## config.mk

```make
export PLATFORM = sky130hd
export DESIGN_NAME = ctrlTop
export DESIGN_NICKNAME = d
export VERILOG_FILES = /design/src/hw/ctrlPkg.sv /design/src/hw/ctrlTop.sv /design/src/hw/excPrioritizer.sv /design/src/hw/branchResolver.sv /design/src/hw/instDecoder.sv
export SDC_FILE = /design/constraint.sdc
export NUM_CORES = 1
export LEC_CHECK = 0
export BUFFER_PORTS_ARGS = -buffer_cell sky130_fd_sc_hd__buf_2
export CAP_MARGIN = 15
export CORE_ASPECT_RATIO = 0.7
export CORE_MARGIN = 2
export CORE_UTILIZATION = 47
export CTS_CLUSTER_DIAMETER = 200
export DETAILED_ROUTE_END_ITERATION = 8
export PLACE_DENSITY_LB_ADDON = 0.05
export REMOVE_ABC_BUFFERS = 1
export SLEW_MARGIN = 20
export SYNTH_ARGS = -nofsm -noshare
export SYNTH_HDL_FRONTEND = slang
export SYNTH_HIERARCHICAL = 1
export SYNTH_SLANG_ARGS = --single-unit
```

## constraint.sdc

```tcl
create_clock -name clk -period 1.5 [get_ports clk]
set_input_delay 0.075 -clock clk [delete_from_list [all_inputs] [get_ports clk]]
set_output_delay 0.075 -clock clk [all_outputs]
set_load 0.005 [all_outputs]
```

## src/hw/ctrlPkg.sv

```systemverilog
package ctrlPkg;

	// Primary opcodes, inst[31:26]
	localparam logic [5:0]
		OpRType = 6'b000000, OpRegImm = 6'b000001, OpJ = 6'b000010, OpJal = 6'b000011,
		OpBeq = 6'b000100, OpBne = 6'b000101, OpBlez = 6'b000110, OpBgtz = 6'b000111,
		OpAddi = 6'b001000, OpAddiu = 6'b001001, OpSlti = 6'b001010, OpSltiu = 6'b001011,
		OpAndi = 6'b001100, OpOri = 6'b001101, OpXori = 6'b001110, OpLui = 6'b001111,
		OpBeql = 6'b010100, OpBnel = 6'b010101, OpBlezl = 6'b010110, OpBgtzl = 6'b010111,
		OpLb = 6'b100000, OpLh = 6'b100001, OpLwl = 6'b100010, OpLw = 6'b100011,
		OpLbu = 6'b100100, OpLhu = 6'b100101, OpLwr = 6'b100110,
		OpSb = 6'b101000, OpSh = 6'b101001, OpSwl = 6'b101010, OpSw = 6'b101011,
		OpSwr = 6'b101110;

	// SPECIAL function field, inst[5:0]
	localparam logic [5:0]
		FnSll = 6'b000000, FnSrl = 6'b000010, FnSra = 6'b000011, FnSllv = 6'b000100,
		FnSrlv = 6'b000110, FnSrav = 6'b000111, FnJr = 6'b001000, FnJalr = 6'b001001,
		FnMovz = 6'b001010, FnMovn = 6'b001011, FnSyscall = 6'b001100, FnBreak = 6'b001101,
		FnMfhi = 6'b010000, FnMthi = 6'b010001, FnMflo = 6'b010010, FnMtlo = 6'b010011,
		FnMult = 6'b011000, FnMultu = 6'b011001, FnDiv = 6'b011010, FnDivu = 6'b011011,
		FnAdd = 6'b100000, FnAddu = 6'b100001, FnSub = 6'b100010, FnSubu = 6'b100011,
		FnAnd = 6'b100100, FnOr = 6'b100101, FnXor = 6'b100110, FnNor = 6'b100111,
		FnSlt = 6'b101010, FnSltu = 6'b101011;

	// REGIMM rt field; bit 1 marks likely, bit 4 marks link
	localparam logic [4:0]
		RtBltz = 5'b00000, RtBgez = 5'b00001, RtBltzl = 5'b00010, RtBgezl = 5'b00011,
		RtBltzal = 5'b10000, RtBgezal = 5'b10001, RtBltzall = 5'b10010, RtBgezall = 5'b10011;

	typedef enum logic [4:0] {
		AluAdd = 5'd0, AluSub = 5'd1, AluOr = 5'd2, AluAnd = 5'd3, AluNor = 5'd4,
		AluXor = 5'd5, AluSll = 5'd6, AluSrl = 5'd7, AluSra = 5'd8, AluSlt = 5'd9,
		AluSltu = 5'd10, AluMov = 5'd11, AluAddu = 5'd12, AluSubu = 5'd16, AluNone = 5'd31
	} aluOpT;

	typedef enum logic [1:0] {ExtZero = 2'd0, ExtSign = 2'd1, ExtUpper = 2'd2} extOpT;
	typedef enum logic [1:0] {DstRt = 2'd0, DstRd = 2'd1, DstRa = 2'd2} dstSelT;
	typedef enum logic [2:0] {
		WbHilo = 3'd0, WbImm = 3'd1, WbAlu = 3'd2, WbLink = 3'd3, WbMem = 3'd4
	} wbSelT;

	typedef enum logic [3:0] {
		MemByte = 4'd0, MemByteU = 4'd1, MemHalf = 4'd2, MemHalfU = 4'd3,
		MemWordLeft = 4'd4, MemWordRight = 4'd5, MemWord = 4'd6
	} memSelT;

	// Zero code is no branch, so an all-zero control word never branches
	typedef enum logic [2:0] {
		BrNone = 3'd0, BrEq = 3'd1, BrNe = 3'd2, BrGez = 3'd3,
		BrLtz = 3'd4, BrLez = 3'd5, BrGtz = 3'd6
	} brTypeT;

	typedef enum logic [1:0] {
		NpcSeq = 2'd0, NpcBranch = 2'd1, NpcJump = 2'd2, NpcJumpReg = 2'd3
	} npcOpT;

	typedef enum logic [1:0] {SignZero = 2'd0, SignPos = 2'd1, SignNeg = 2'd2} cmpSignT;
	typedef enum logic [4:0] {
		ExcNone = 5'd0, ExcSys = 5'd8, ExcBp = 5'd9, ExcRi = 5'd10
	} excCodeT;

	typedef struct packed {
		logic [5:0] op;
		logic [4:0] rs;
		logic [4:0] rt;
		logic [4:0] rd;
		logic [4:0] shamt;
		logic [5:0] funct;
	} rFormT;

	typedef struct packed {
		logic [5:0]  op;
		logic [4:0]  rs;
		logic [4:0]  rt;
		logic [15:0] imm16;
	} iFormT;

	typedef union packed {
		rFormT r;
		iFormT i;
	} instT;

	// Datapath part of the control word, carried through to the result
	typedef struct packed {
		logic    rfWr;
		dstSelT  dstSel;
		wbSelT   wbSel;
		aluOpT   aluOp;
		extOpT   extOp;
		logic    shamtSel;  // Shift amount from inst, not rs
		logic    dmRd;
		logic    dmWr;
		memSelT  memSel;
		logic    hiloWr;
		logic    hiSel;     // HI when set, LO otherwise
		logic    mdStart;
	} dpCtrlT;

	typedef struct packed {
		dpCtrlT  dp;
		brTypeT  brType;
		logic    likely;
		npcOpT   jType;     // NpcSeq when not a jump
		logic    isMove;
		logic    moveOnZero;
		logic    reserved;
		logic    isBreak;
		logic    isSyscall;
	} ctrlWordT;

	typedef struct packed {
		logic    rsEqRt;
		cmpSignT rsSign;
	} cmpFlagsT;

	// Execute-stage branch outcome
	typedef struct packed {
		npcOpT npcOp;
		logic  branchFlush;
		logic  moveCommit;
	} brOutT;

	typedef struct packed {
		dpCtrlT  ctrl;
		npcOpT   npcOp;
		logic    branchFlush;
		logic    moveCommit;
		logic    exception;
		excCodeT excCode;
	} resultT;

endpackage
```

## src/hw/ctrlTop.sv

```systemverilog
`timescale 1ns/1ns

module ctrlTop (
	input  logic              clk,
	input  logic              rst,
	input  logic              instValid,
	input  ctrlPkg::instT     inst,
	input  ctrlPkg::cmpFlagsT cmp,
	output ctrlPkg::resultT   result,
	output logic              outValid
);
	import ctrlPkg::*;

	ctrlWordT decodeCtrl;  // Decode stage register
	cmpFlagsT cmpStage;
	logic     decValid;
	brOutT    brOut;       // Combinational, execute stage

	instDecoder instDecoder_inst (
		.clk        (clk),
		.rst        (rst),
		.instValid  (instValid),
		.inst       (inst),
		.cmp        (cmp),
		.decodeCtrl (decodeCtrl),
		.cmpStage   (cmpStage),
		.decValid   (decValid)
	);

	branchResolver branchResolver_inst (
		.decodeCtrl (decodeCtrl),
		.cmpStage   (cmpStage),
		.brOut      (brOut)
	);

	excPrioritizer excPrioritizer_inst (
		.clk        (clk),
		.rst        (rst),
		.decValid   (decValid),
		.decodeCtrl (decodeCtrl),
		.brOut      (brOut),
		.result     (result),
		.outValid   (outValid)
	);

endmodule

```

## src/hw/excPrioritizer.sv

```systemverilog
`timescale 1ns/1ns

module excPrioritizer (
	input  logic              clk,
	input  logic              rst,
	input  logic              decValid,
	input  ctrlPkg::ctrlWordT decodeCtrl,
	input  ctrlPkg::brOutT    brOut,
	output ctrlPkg::resultT   result,
	output logic              outValid
);
	import ctrlPkg::*;

	resultT nextResult;

	always_comb begin
		nextResult.ctrl        = decodeCtrl.dp;
		nextResult.npcOp       = brOut.npcOp;
		nextResult.branchFlush = brOut.branchFlush;
		nextResult.moveCommit  = brOut.moveCommit;
		nextResult.exception   = 1'b1;

		// Reserved beats break, break beats syscall
		if (decodeCtrl.reserved)
			nextResult.excCode = ExcRi;
		else if (decodeCtrl.isBreak)
			nextResult.excCode = ExcBp;
		else if (decodeCtrl.isSyscall)
			nextResult.excCode = ExcSys;
		else begin
			nextResult.exception = 1'b0;
			nextResult.excCode   = ExcNone;
		end

		// Faulting instruction must not update any state
		if (nextResult.exception) begin
			nextResult.ctrl.rfWr    = 1'b0;
			nextResult.ctrl.dmWr    = 1'b0;
			nextResult.ctrl.hiloWr  = 1'b0;
			nextResult.ctrl.mdStart = 1'b0;
			nextResult.branchFlush  = 1'b0;
			nextResult.npcOp        = NpcSeq;
		end
	end

	always_ff @(posedge clk) begin
		if (!rst) begin
			outValid <= 1'b0;
			result   <= '0;
		end else begin
			outValid <= decValid;
			result   <= decValid ? nextResult : '0;
		end
	end

	assert property (@(posedge clk) disable iff (!rst)
		result.exception == (result.excCode != ExcNone))
		else $error("exception flag disagrees with excCode");

	// Result stage is exactly one cycle behind decode
	assert property (@(posedge clk) disable iff (!rst) decValid |=> outValid)
		else $error("outValid missing one cycle after decValid");

endmodule

```

## src/hw/branchResolver.sv

```systemverilog
`timescale 1ns/1ns

module branchResolver (
	input  ctrlPkg::ctrlWordT decodeCtrl,
	input  ctrlPkg::cmpFlagsT cmpStage,
	output ctrlPkg::brOutT    brOut
);
	import ctrlPkg::*;

	logic condMet;
	logic moveBlocked;

	// Condition named by brType, from the rs/rt compare flags
	always_comb begin
		case (decodeCtrl.brType)
			BrEq:    condMet = cmpStage.rsEqRt;
			BrNe:    condMet = ~cmpStage.rsEqRt;
			BrGez:   condMet = (cmpStage.rsSign != SignNeg);
			BrLtz:   condMet = (cmpStage.rsSign == SignNeg);
			BrLez:   condMet = (cmpStage.rsSign != SignPos);
			BrGtz:   condMet = (cmpStage.rsSign == SignPos);
			default: condMet = 1'b0;  // Not a conditional branch
		endcase
	end

	// For moves the compare flag holds rt == 0
	// MOVZ fails when rt is nonzero, MOVN when rt is zero
	assign moveBlocked = decodeCtrl.isMove &&
		(decodeCtrl.moveOnZero != cmpStage.rsEqRt);

	always_comb begin
		if (condMet)
			brOut.npcOp = NpcBranch;
		else
			brOut.npcOp = decodeCtrl.jType;  // Jump, JumpReg, or Seq

		// Likely form not taken kills its delay slot
		brOut.branchFlush = decodeCtrl.likely && !condMet;
		brOut.moveCommit  = !moveBlocked;
	end

endmodule

```

## src/hw/instDecoder.sv

```systemverilog
`timescale 1ns/1ns

module instDecoder (
	input  logic              clk,
	input  logic              rst,
	input  logic              instValid,
	input  ctrlPkg::instT     inst,
	input  ctrlPkg::cmpFlagsT cmp,
	output ctrlPkg::ctrlWordT decodeCtrl,
	output ctrlPkg::cmpFlagsT cmpStage,
	output logic              decValid
);
	import ctrlPkg::*;

	ctrlWordT dec;
	aluOpT    aluSel;  // Set only for forms that write an ALU result
	logic     memOp;

	always_comb begin
		dec = '0;
		dec.dp.aluOp = AluNone;
		dec.dp.wbSel = WbAlu;
		aluSel = AluNone;
		memOp = 1'b0;

		case (inst.i.op)
			OpRType: begin
				dec.dp.dstSel = DstRd;
				case (inst.r.funct)
					FnAdd:          aluSel = AluAdd;
					FnAddu:         aluSel = AluAddu;
					FnSub:          aluSel = AluSub;
					FnSubu:         aluSel = AluSubu;
					FnAnd:          aluSel = AluAnd;
					FnOr:           aluSel = AluOr;
					FnXor:          aluSel = AluXor;
					FnNor:          aluSel = AluNor;
					FnSlt:          aluSel = AluSlt;
					FnSltu:         aluSel = AluSltu;
					FnSll, FnSllv:  aluSel = AluSll;
					FnSrl, FnSrlv:  aluSel = AluSrl;
					FnSra, FnSrav:  aluSel = AluSra;
					FnMovz, FnMovn: begin
						aluSel = AluMov;
						dec.isMove = 1'b1;
						dec.moveOnZero = ~inst.r.funct[0];
					end
					FnJr: dec.jType = NpcJumpReg;
					FnJalr: begin
						dec.jType = NpcJumpReg;
						dec.dp.rfWr = 1'b1;
						dec.dp.wbSel = WbLink;  // Link into rd
					end
					FnMfhi, FnMflo: begin
						dec.dp.rfWr = 1'b1;
						dec.dp.wbSel = WbHilo;
						dec.dp.hiSel = ~inst.r.funct[1];
					end
					FnMthi, FnMtlo: begin
						dec.dp.hiloWr = 1'b1;
						dec.dp.hiSel = ~inst.r.funct[1];
					end
					FnMult, FnMultu, FnDiv, FnDivu: begin
						dec.dp.hiloWr = 1'b1;
						dec.dp.mdStart = 1'b1;
					end
					FnBreak:   dec.isBreak = 1'b1;
					FnSyscall: dec.isSyscall = 1'b1;
					default:   dec.reserved = 1'b1;
				endcase
				// SLL, SRL and SRA take shamt
				dec.dp.shamtSel = (inst.r.funct[5:2] == 4'b0000) && (aluSel != AluNone);
			end

			OpRegImm: begin
				case (inst.i.rt)
					RtBltz, RtBltzl, RtBltzal, RtBltzall: dec.brType = BrLtz;
					RtBgez, RtBgezl, RtBgezal, RtBgezall: dec.brType = BrGez;
					default: dec.reserved = 1'b1;
				endcase
				if (dec.brType != BrNone) begin
					dec.likely = inst.i.rt[1];
					if (inst.i.rt[4]) begin
						dec.dp.rfWr = 1'b1;
						dec.dp.dstSel = DstRa;
						dec.dp.wbSel = WbLink;
					end
				end
			end

			OpJ: dec.jType = NpcJump;
			OpJal: begin
				dec.jType = NpcJump;
				dec.dp.rfWr = 1'b1;
				dec.dp.dstSel = DstRa;
				dec.dp.wbSel = WbLink;
			end

			OpBeq, OpBeql: begin
				dec.brType = BrEq;
				dec.likely = inst.i.op[4];
			end
			OpBne, OpBnel: begin
				dec.brType = BrNe;
				dec.likely = inst.i.op[4];
			end
			OpBlez, OpBlezl: begin
				dec.brType = BrLez;
				dec.likely = inst.i.op[4];
			end
			OpBgtz, OpBgtzl: begin
				dec.brType = BrGtz;
				dec.likely = inst.i.op[4];
			end

			OpAddi: begin
				aluSel = AluAdd;
				dec.dp.extOp = ExtSign;
			end
			OpAddiu: begin
				aluSel = AluAddu;
				dec.dp.extOp = ExtSign;
			end
			OpSlti: begin
				aluSel = AluSlt;
				dec.dp.extOp = ExtSign;
			end
			OpSltiu: begin
				aluSel = AluSltu;
				dec.dp.extOp = ExtSign;
			end
			OpAndi: aluSel = AluAnd;  // Logical forms zero-extend
			OpOri:  aluSel = AluOr;
			OpXori: aluSel = AluXor;
			OpLui: begin
				dec.dp.rfWr = 1'b1;
				dec.dp.extOp = ExtUpper;
				dec.dp.wbSel = WbImm;
			end

			OpLb, OpSb: begin
				memOp = 1'b1;
				dec.dp.memSel = MemByte;
			end
			OpLbu: begin
				memOp = 1'b1;
				dec.dp.memSel = MemByteU;
			end
			OpLh, OpSh: begin
				memOp = 1'b1;
				dec.dp.memSel = MemHalf;
			end
			OpLhu: begin
				memOp = 1'b1;
				dec.dp.memSel = MemHalfU;
			end
			OpLwl, OpSwl: begin
				memOp = 1'b1;
				dec.dp.memSel = MemWordLeft;
			end
			OpLwr, OpSwr: begin
				memOp = 1'b1;
				dec.dp.memSel = MemWordRight;
			end
			OpLw, OpSw: begin
				memOp = 1'b1;
				dec.dp.memSel = MemWord;
			end

			default: dec.reserved = 1'b1;
		endcase

		if (aluSel != AluNone) begin
			dec.dp.rfWr = 1'b1;
			dec.dp.aluOp = aluSel;
		end

		// Address is rs plus sign-extended offset; op[3] splits store from load
		if (memOp) begin
			dec.dp.aluOp = AluAdd;
			dec.dp.extOp = ExtSign;
			dec.dp.wbSel = WbMem;
			dec.dp.dmWr = inst.i.op[3];
			dec.dp.dmRd = ~inst.i.op[3];
			dec.dp.rfWr = ~inst.i.op[3];
		end
	end

	always_ff @(posedge clk) begin
		if (!rst) begin
			decValid   <= 1'b0;
			decodeCtrl <= '0;
			cmpStage   <= '0;
		end else begin
			decValid   <= instValid;
			decodeCtrl <= instValid ? dec : '0;  // Idle slot carries no writes
			cmpStage   <= instValid ? cmp : '0;
		end
	end

	assert property (@(posedge clk) disable iff (!rst)
		!(decodeCtrl.dp.dmRd && decodeCtrl.dp.dmWr))
		else $error("decodeCtrl has both dmRd and dmWr set");

endmodule

```

==> reports/metrics.cfg, run 1 <==
[detailed_routing]
via_per_inst = 5.16
drcViolationCount = 0
dr.first_iter.drc_count = 130
vias = 2348
ant_nets = 0
routed_wirelength_um = 6670
wl_per_cell_um = 14.7
drt_pre_antenna_iters = 4

[synthesis]
yosys_register_bits = 68
synth_flop_cell = dfxtp_1
async_flop_share_pct = 0
synth-xor-area-share_pct = 0.326
synth_cells = 290
syn_area_per_cell_sq_um = 9.28
synthAdderAreaFrac_pct = 0.372
ys_warn_count = 6
synth_compound_area_share_pct = 14.3
seq_area_frac_synth_pct = 50.6
synth_top_family_by_area = simple AND/OR/NAND/NOR gates
synth_edf_count = 0
synthesis.area_sq_um = 2690
synth_mux_area_share_pct = 0.977
synthSimpleGateAreaFrac_pct = 28.3
synth_cell_types = 51

[power]
seqPwrFrac_pct = 46.1
pwr_density_cell_nw_per_um2 = 1140
power.switching_uw = 904
p_int_uw = 3100
power.share.switching_pct = 22.6
peakVddDrop_mv = 0.548
pwr-share-clk_pct = 44.7
p_leak_uw = 0.00167
combPwrFrac_pct = 9.2

[floorplan]
dieArea_sq_um = 6350
core_region_area_sq_um = 5610
die_x_um = 94.4
num_rows = 23
die_h_um = 67.3
io_pins = 72
initial_utilization_pct = 47.9

[global_route]
grtUsageMet2_pct = 32.1
grt_usage_pct = 22.3
grt_pass1_vias = 2149
antenna_found_initial = 0
grt.busiest_layer = met2
grt_util_met1_pct = 32.0
gr-usage-met3_pct = 6.25
grt_remaining_overflow = 0
grt_max_degree = 26
grt_pass1_wl_um = 10600

[cells_and_area]
nFillCells = 497
drive_above_1_share_pct = 31.6
num_antenna_cells = 0
syn_to_final_growth_pct = 30.7
fin_nets = 413
final_common_cell = dfxtp_1
layout_common_cells = dfxtp_1 (68), buf_2 (54), buf_4 (37)
layoutNonFillerInstCount = 455

[run]
maxCapViolCount = 0

[setup_path]
required_ns = 1.75
reg2reg_slack_ns = 0.23
crit_type = input port to register
cp-end-kind = register
worstPathMaxFanout = 5
cp_data_arrival_time_ns = 1.62
crit_path_start_kind = input port

[clocking]
clk_latency_ns = 0.34
cts_buffer_depth = 2
cts_tree = built
path_clk_slew_ns = 0.07
cts_max_level = 3
postCtsSetupBuffers = 0
cts_buffers = 9
cts.sinks = 68
root_buffer = clkbuf_8

[timing]
finalCritPeriodShare_pct = 91.4
hold_slack_ns = 0.0276
rsz0062_at_grt = no
finalMaxSlewViolations = 0
setup_viol = 0
period_needed_ns = 1.37
fmax_mhz = 729
hold_viol = 0
finClkSkew_ns = 0.00276

[placement]
place.gp.congestion = 0.923
dp_hpwl_um = 4910
io_buffers = 54
dp.cells = 435

[min_path]
hold_class = input port to register

[run_status]
outcome = finished clean

-- logic make-up (layout without fill, tap and decap cells) --
logic type	Yosys count	count (layout)
AND/OR/NAND/NOR	127	127
XOR/XNOR	1	1
adder cells (fa/ha/maj)	1	1
buffers and inverters	31	120
other	2	3
multiplexers	2	2
flip-flops	68	68
AO/OA/AOI/OAI	58	58
-- synthesized netlist by cell type, types with 5 or more instances --
| cell type | n | share of area, % |
|---|---|---|
| and3_1 | 34 | 7.9 |
| a21oi_1 | 21 | 3.9 |
| nor2_1 | 19 | 2.7 |
| nor3b_1 | 5 | 1.4 |
| dfxtp_1 | 68 | 51 |
| clkbuf_1 | 17 | 2.4 |
| inv_1 | 9 | 1.3 |
| nor3_1 | 7 | 1.3 |
| nand2b_1 | 8 | 1.9 |
| nor2b_1 | 7 | 1.6 |
| nand2_1 | 18 | 2.5 |
| o21ai_0 | 8 | 1.5 |
-- worst max-delay path, stage by stage --
cell and delay (ns):
buf_2 0.11, or3_4 0.41, or3_1 0.40, nor3b_1 0.21, a2111oi_0 0.12, a221oi_1 0.29
-- power groups by stage --
stage,Combinational [uW],Sequential [uW],Clock [uW]
2_1_floorplan,140,1890,0
3_3_place_gp,355,1890,0
3_5_place_dp,354,1890,0
4_1_cts,364,1850,1820
5_1_grt,403,1850,1900
6_report,369,1850,1790
-- what timing repair did --
item	in CTS	in global routing
resized for setup	0	0
hold buffers	4	0
endpoints found under the setup margin	0	1
hold endpoints to repair	4	0
-- state kept, by name, summed over array words and instances (netlist names) --
register	count
instDecoder_inst/decodeCtrl	33
instDecoder_inst/decValid	1
excPrioritizer_inst/result	30
instDecoder_inst/cmpStage	3
excPrioritizer_inst/outValid	1
-- stage by stage --
stage          setup TNS [ns]  utilization [%]  area (sq um)  total power (uW)  worst slack, ns
6_report                    0             62.7          3520              4000            0.128
5_1_grt                     0             62.7          3520              4150           0.0222
4_1_cts                     0             62.7          3520              4030            0.101
3_5_place_dp            -1.96             57.7          3240              2240           -0.250
3_3_place_gp            -1.50             57.7          3240              2240           -0.202
2_1_floorplan         -0.0191                -          2600              2030          -0.0180
-- area by class of cell --
cell class	instances	area (sq um)	area share, %
repair buffers	95	588	16.7
multi-input cells	192	1200	34.2
well taps	75	93.8	2.67
clock buffers	10	128	3.63
clock inverters	6	111	3.17
flip-flops and latches	68	1360	38.7
inverters	9	33.8	0.961
-- routing by layer --
layer / routed length, um / vias to the layer above
met5: 0 / -
met2: 2750 / 86
li1: - / 1194
met1: 3350 / 1066
met3: 539 / 2
met4: 26 / 0
-- path summary, 6_finish.rpt --
check                                                     start                              end  cells after the start
worst min register to register  instDecoder_inst/decodeCtrl[22]   excPrioritizer_inst/result[21]                      1
worst max-delay path                                   inst[30]  instDecoder_inst/decodeCtrl[33]                      6
worst max register to register   instDecoder_inst/decodeCtrl[8]    excPrioritizer_inst/result[9]                      4
worst min-delay path                                  instValid     instDecoder_inst/cmpStage[1]                      2
No activity file was read; power rests on OpenSTA's default activity.
==> run 2, diff against run 1 <==
- CORE_UTILIZATION: 47 -> 55
- clock period: 1.5 -> 1.7 ns (I/O delays scaled with it)
==> reports/metrics.cfg, run 2 (synthesized netlist as in run 1, its figures left out) <==
[cells_and_area]
syn_to_final_growth_pct = 23.4
regMostFlops = instDecoder_inst/decodeCtrl
multi_input_area_sq_um = 1200
layout.area.seq_sq_um = 1360
layout_common_cells = dfxtp_1 (68), buf_2 (54), and3_1 (34)
largest_reg_flops = 33
post-route-util_pct = 69.8
fin_nets = 393
layoutNonFillerInstCount = 429
reg.largest.list = instDecoder_inst/decodeCtrl (33), excPrioritizer_inst/result (30), instDecoder_inst/cmpStage (3)
nFillCells = 377
num_antenna_cells = 0
final_common_cell = dfxtp_1
drive_above_1_share_pct = 28.1

[timing]
finClkSkew_ns = 0.00553
worst_slack_ns = 0.208
finalMaxSlewViolations = 0
setup_viol = 0
relSlewSlack_pct = 61.2
fmax_mhz = 670
finalCritPeriodShare_pct = 87.8
hold_viol = 0
period_needed_ns = 1.49
rsz0062_at_grt = no
hold_slack_ns = 0.00936
tightest_slew_ns = 0.581

[detailed_routing]
routed_wirelength_um = 5810
drcViolationCount = 0
drt_pre_antenna_iters = 5
dr.first_iter.drc_count = 154
via_per_inst = 5.34
ant_nets = 0
vias = 2293
wl_per_cell_um = 13.5

[global_route]
grt_pass1_wl_um = 9430
grt_max_degree = 26
antenna_found_initial = 0
grt_pass1_vias = 1959
grt_remaining_overflow = 0
grt_usage_pct = 22.7

[clocking]
hold_buffers = 3
cts_max_level = 3
cts.sinks = 68
cts_buffers = 9
cts.repair.resized = 0
root_buffer = clkbuf_8
cts_buffer_depth = 2
postCtsSetupBuffers = 0
path_clk_slew_ns = 0.07
cts_tree = built
clk_latency_ns = 0.34

[floorplan]
core_region_area_sq_um = 4760
die_x_um = 87.6
die_h_um = 62.5
initial_utilization_pct = 56.6
io_pins = 72
dieArea_sq_um = 5480
num_rows = 21

[power]
seqPwrFrac_pct = 50.7
power.switching_uw = 766
p_total_uw = 3220
peakVddDrop_mv = 0.613
power.share.switching_pct = 23.8
combPwrFrac_pct = 8.7
pwr_density_cell_nw_per_um2 = 969
p_leak_uw = 0.00155
p_int_uw = 2450
pwr-share-clk_pct = 40.5

[min_path]
min-delay-start = instValid
hold_class = input port to register

[placement]
io_buffers = 54
place_ws_ns = -0.0977
dp_hpwl_um = 4240
dp.cells = 410
place.gp.congestion = 0.902

[run]
maxCapViolCount = 0

[setup_path]
crit_start = inst[30]
r2r-start = instDecoder_inst/decValid
required_ns = 1.95
cp-end-kind = register
crit_type = input port to register
worstPathMaxFanout = 5
cp_data_arrival_time_ns = 1.74
crit_path_start_kind = input port

[run_status]
outcome = finished clean

run 2: metrics by stage:
| stage | TNS, ns | instance area [sq um] |
|---|---|---|
| 2_1_floorplan | 0 | 2600 |
| 3_3_place_gp | -0.124 | 3090 |
| 3_5_place_dp | -0.249 | 3090 |
| 4_1_cts | 0 | 3320 |
| 5_1_grt | 0 | 3320 |
| 6_report | 0 | 3320 |
run 2: final timing paths:
check	endpoint	slack, ns	cells past startpoint
max	instDecoder_inst/decodeCtrl[0]	0.21	6
min	instDecoder_inst/cmpStage[1]	0.009	2
max reg2reg	excPrioritizer_inst/result[7]	0.37	3
min reg2reg	excPrioritizer_inst/result[21]	0.45	1
run 2: power by group through the flow:
stage / logic, uW / registers [uW] / clock network (uW)
2_1_floorplan: 124 / 1670 / 0
3_3_place_gp: 268 / 1670 / 0
3_5_place_dp: 270 / 1670 / 0
4_1_cts: 276 / 1630 / 1340
5_1_grt: 310 / 1640 / 1420
6_report: 281 / 1630 / 1300
run 2: routing by layer:
layer / GRT usage, % / up-vias / share of wire (%)
li1: - / 1154 / -
met1: 33.2 / 1038 / 50
met2: 30.9 / 92 / 41
met3: 6.87 / 9 / 7.1
met4: 9.04 / 0 / 1.5
met5: 0 / - / 0
run 2: area by class of cell:
class	count	share of cell area [%]
Timing Repair Buffer	75	13.1
Multi-Input combinational cell	192	36.2
Sequential cell	68	41.0
Clock inverter	5	1.85
Clock buffer	11	4.26
Tap cell	69	2.60
Inverter	9	1.02
run 2: worst max-delay path, stage by stage:
cell	delay (ns)
buf_2	0.10
or3_4	0.41
or3_4	0.40
nor4_4	0.29
nor2b_1	0.20
nor3b_1	0.24
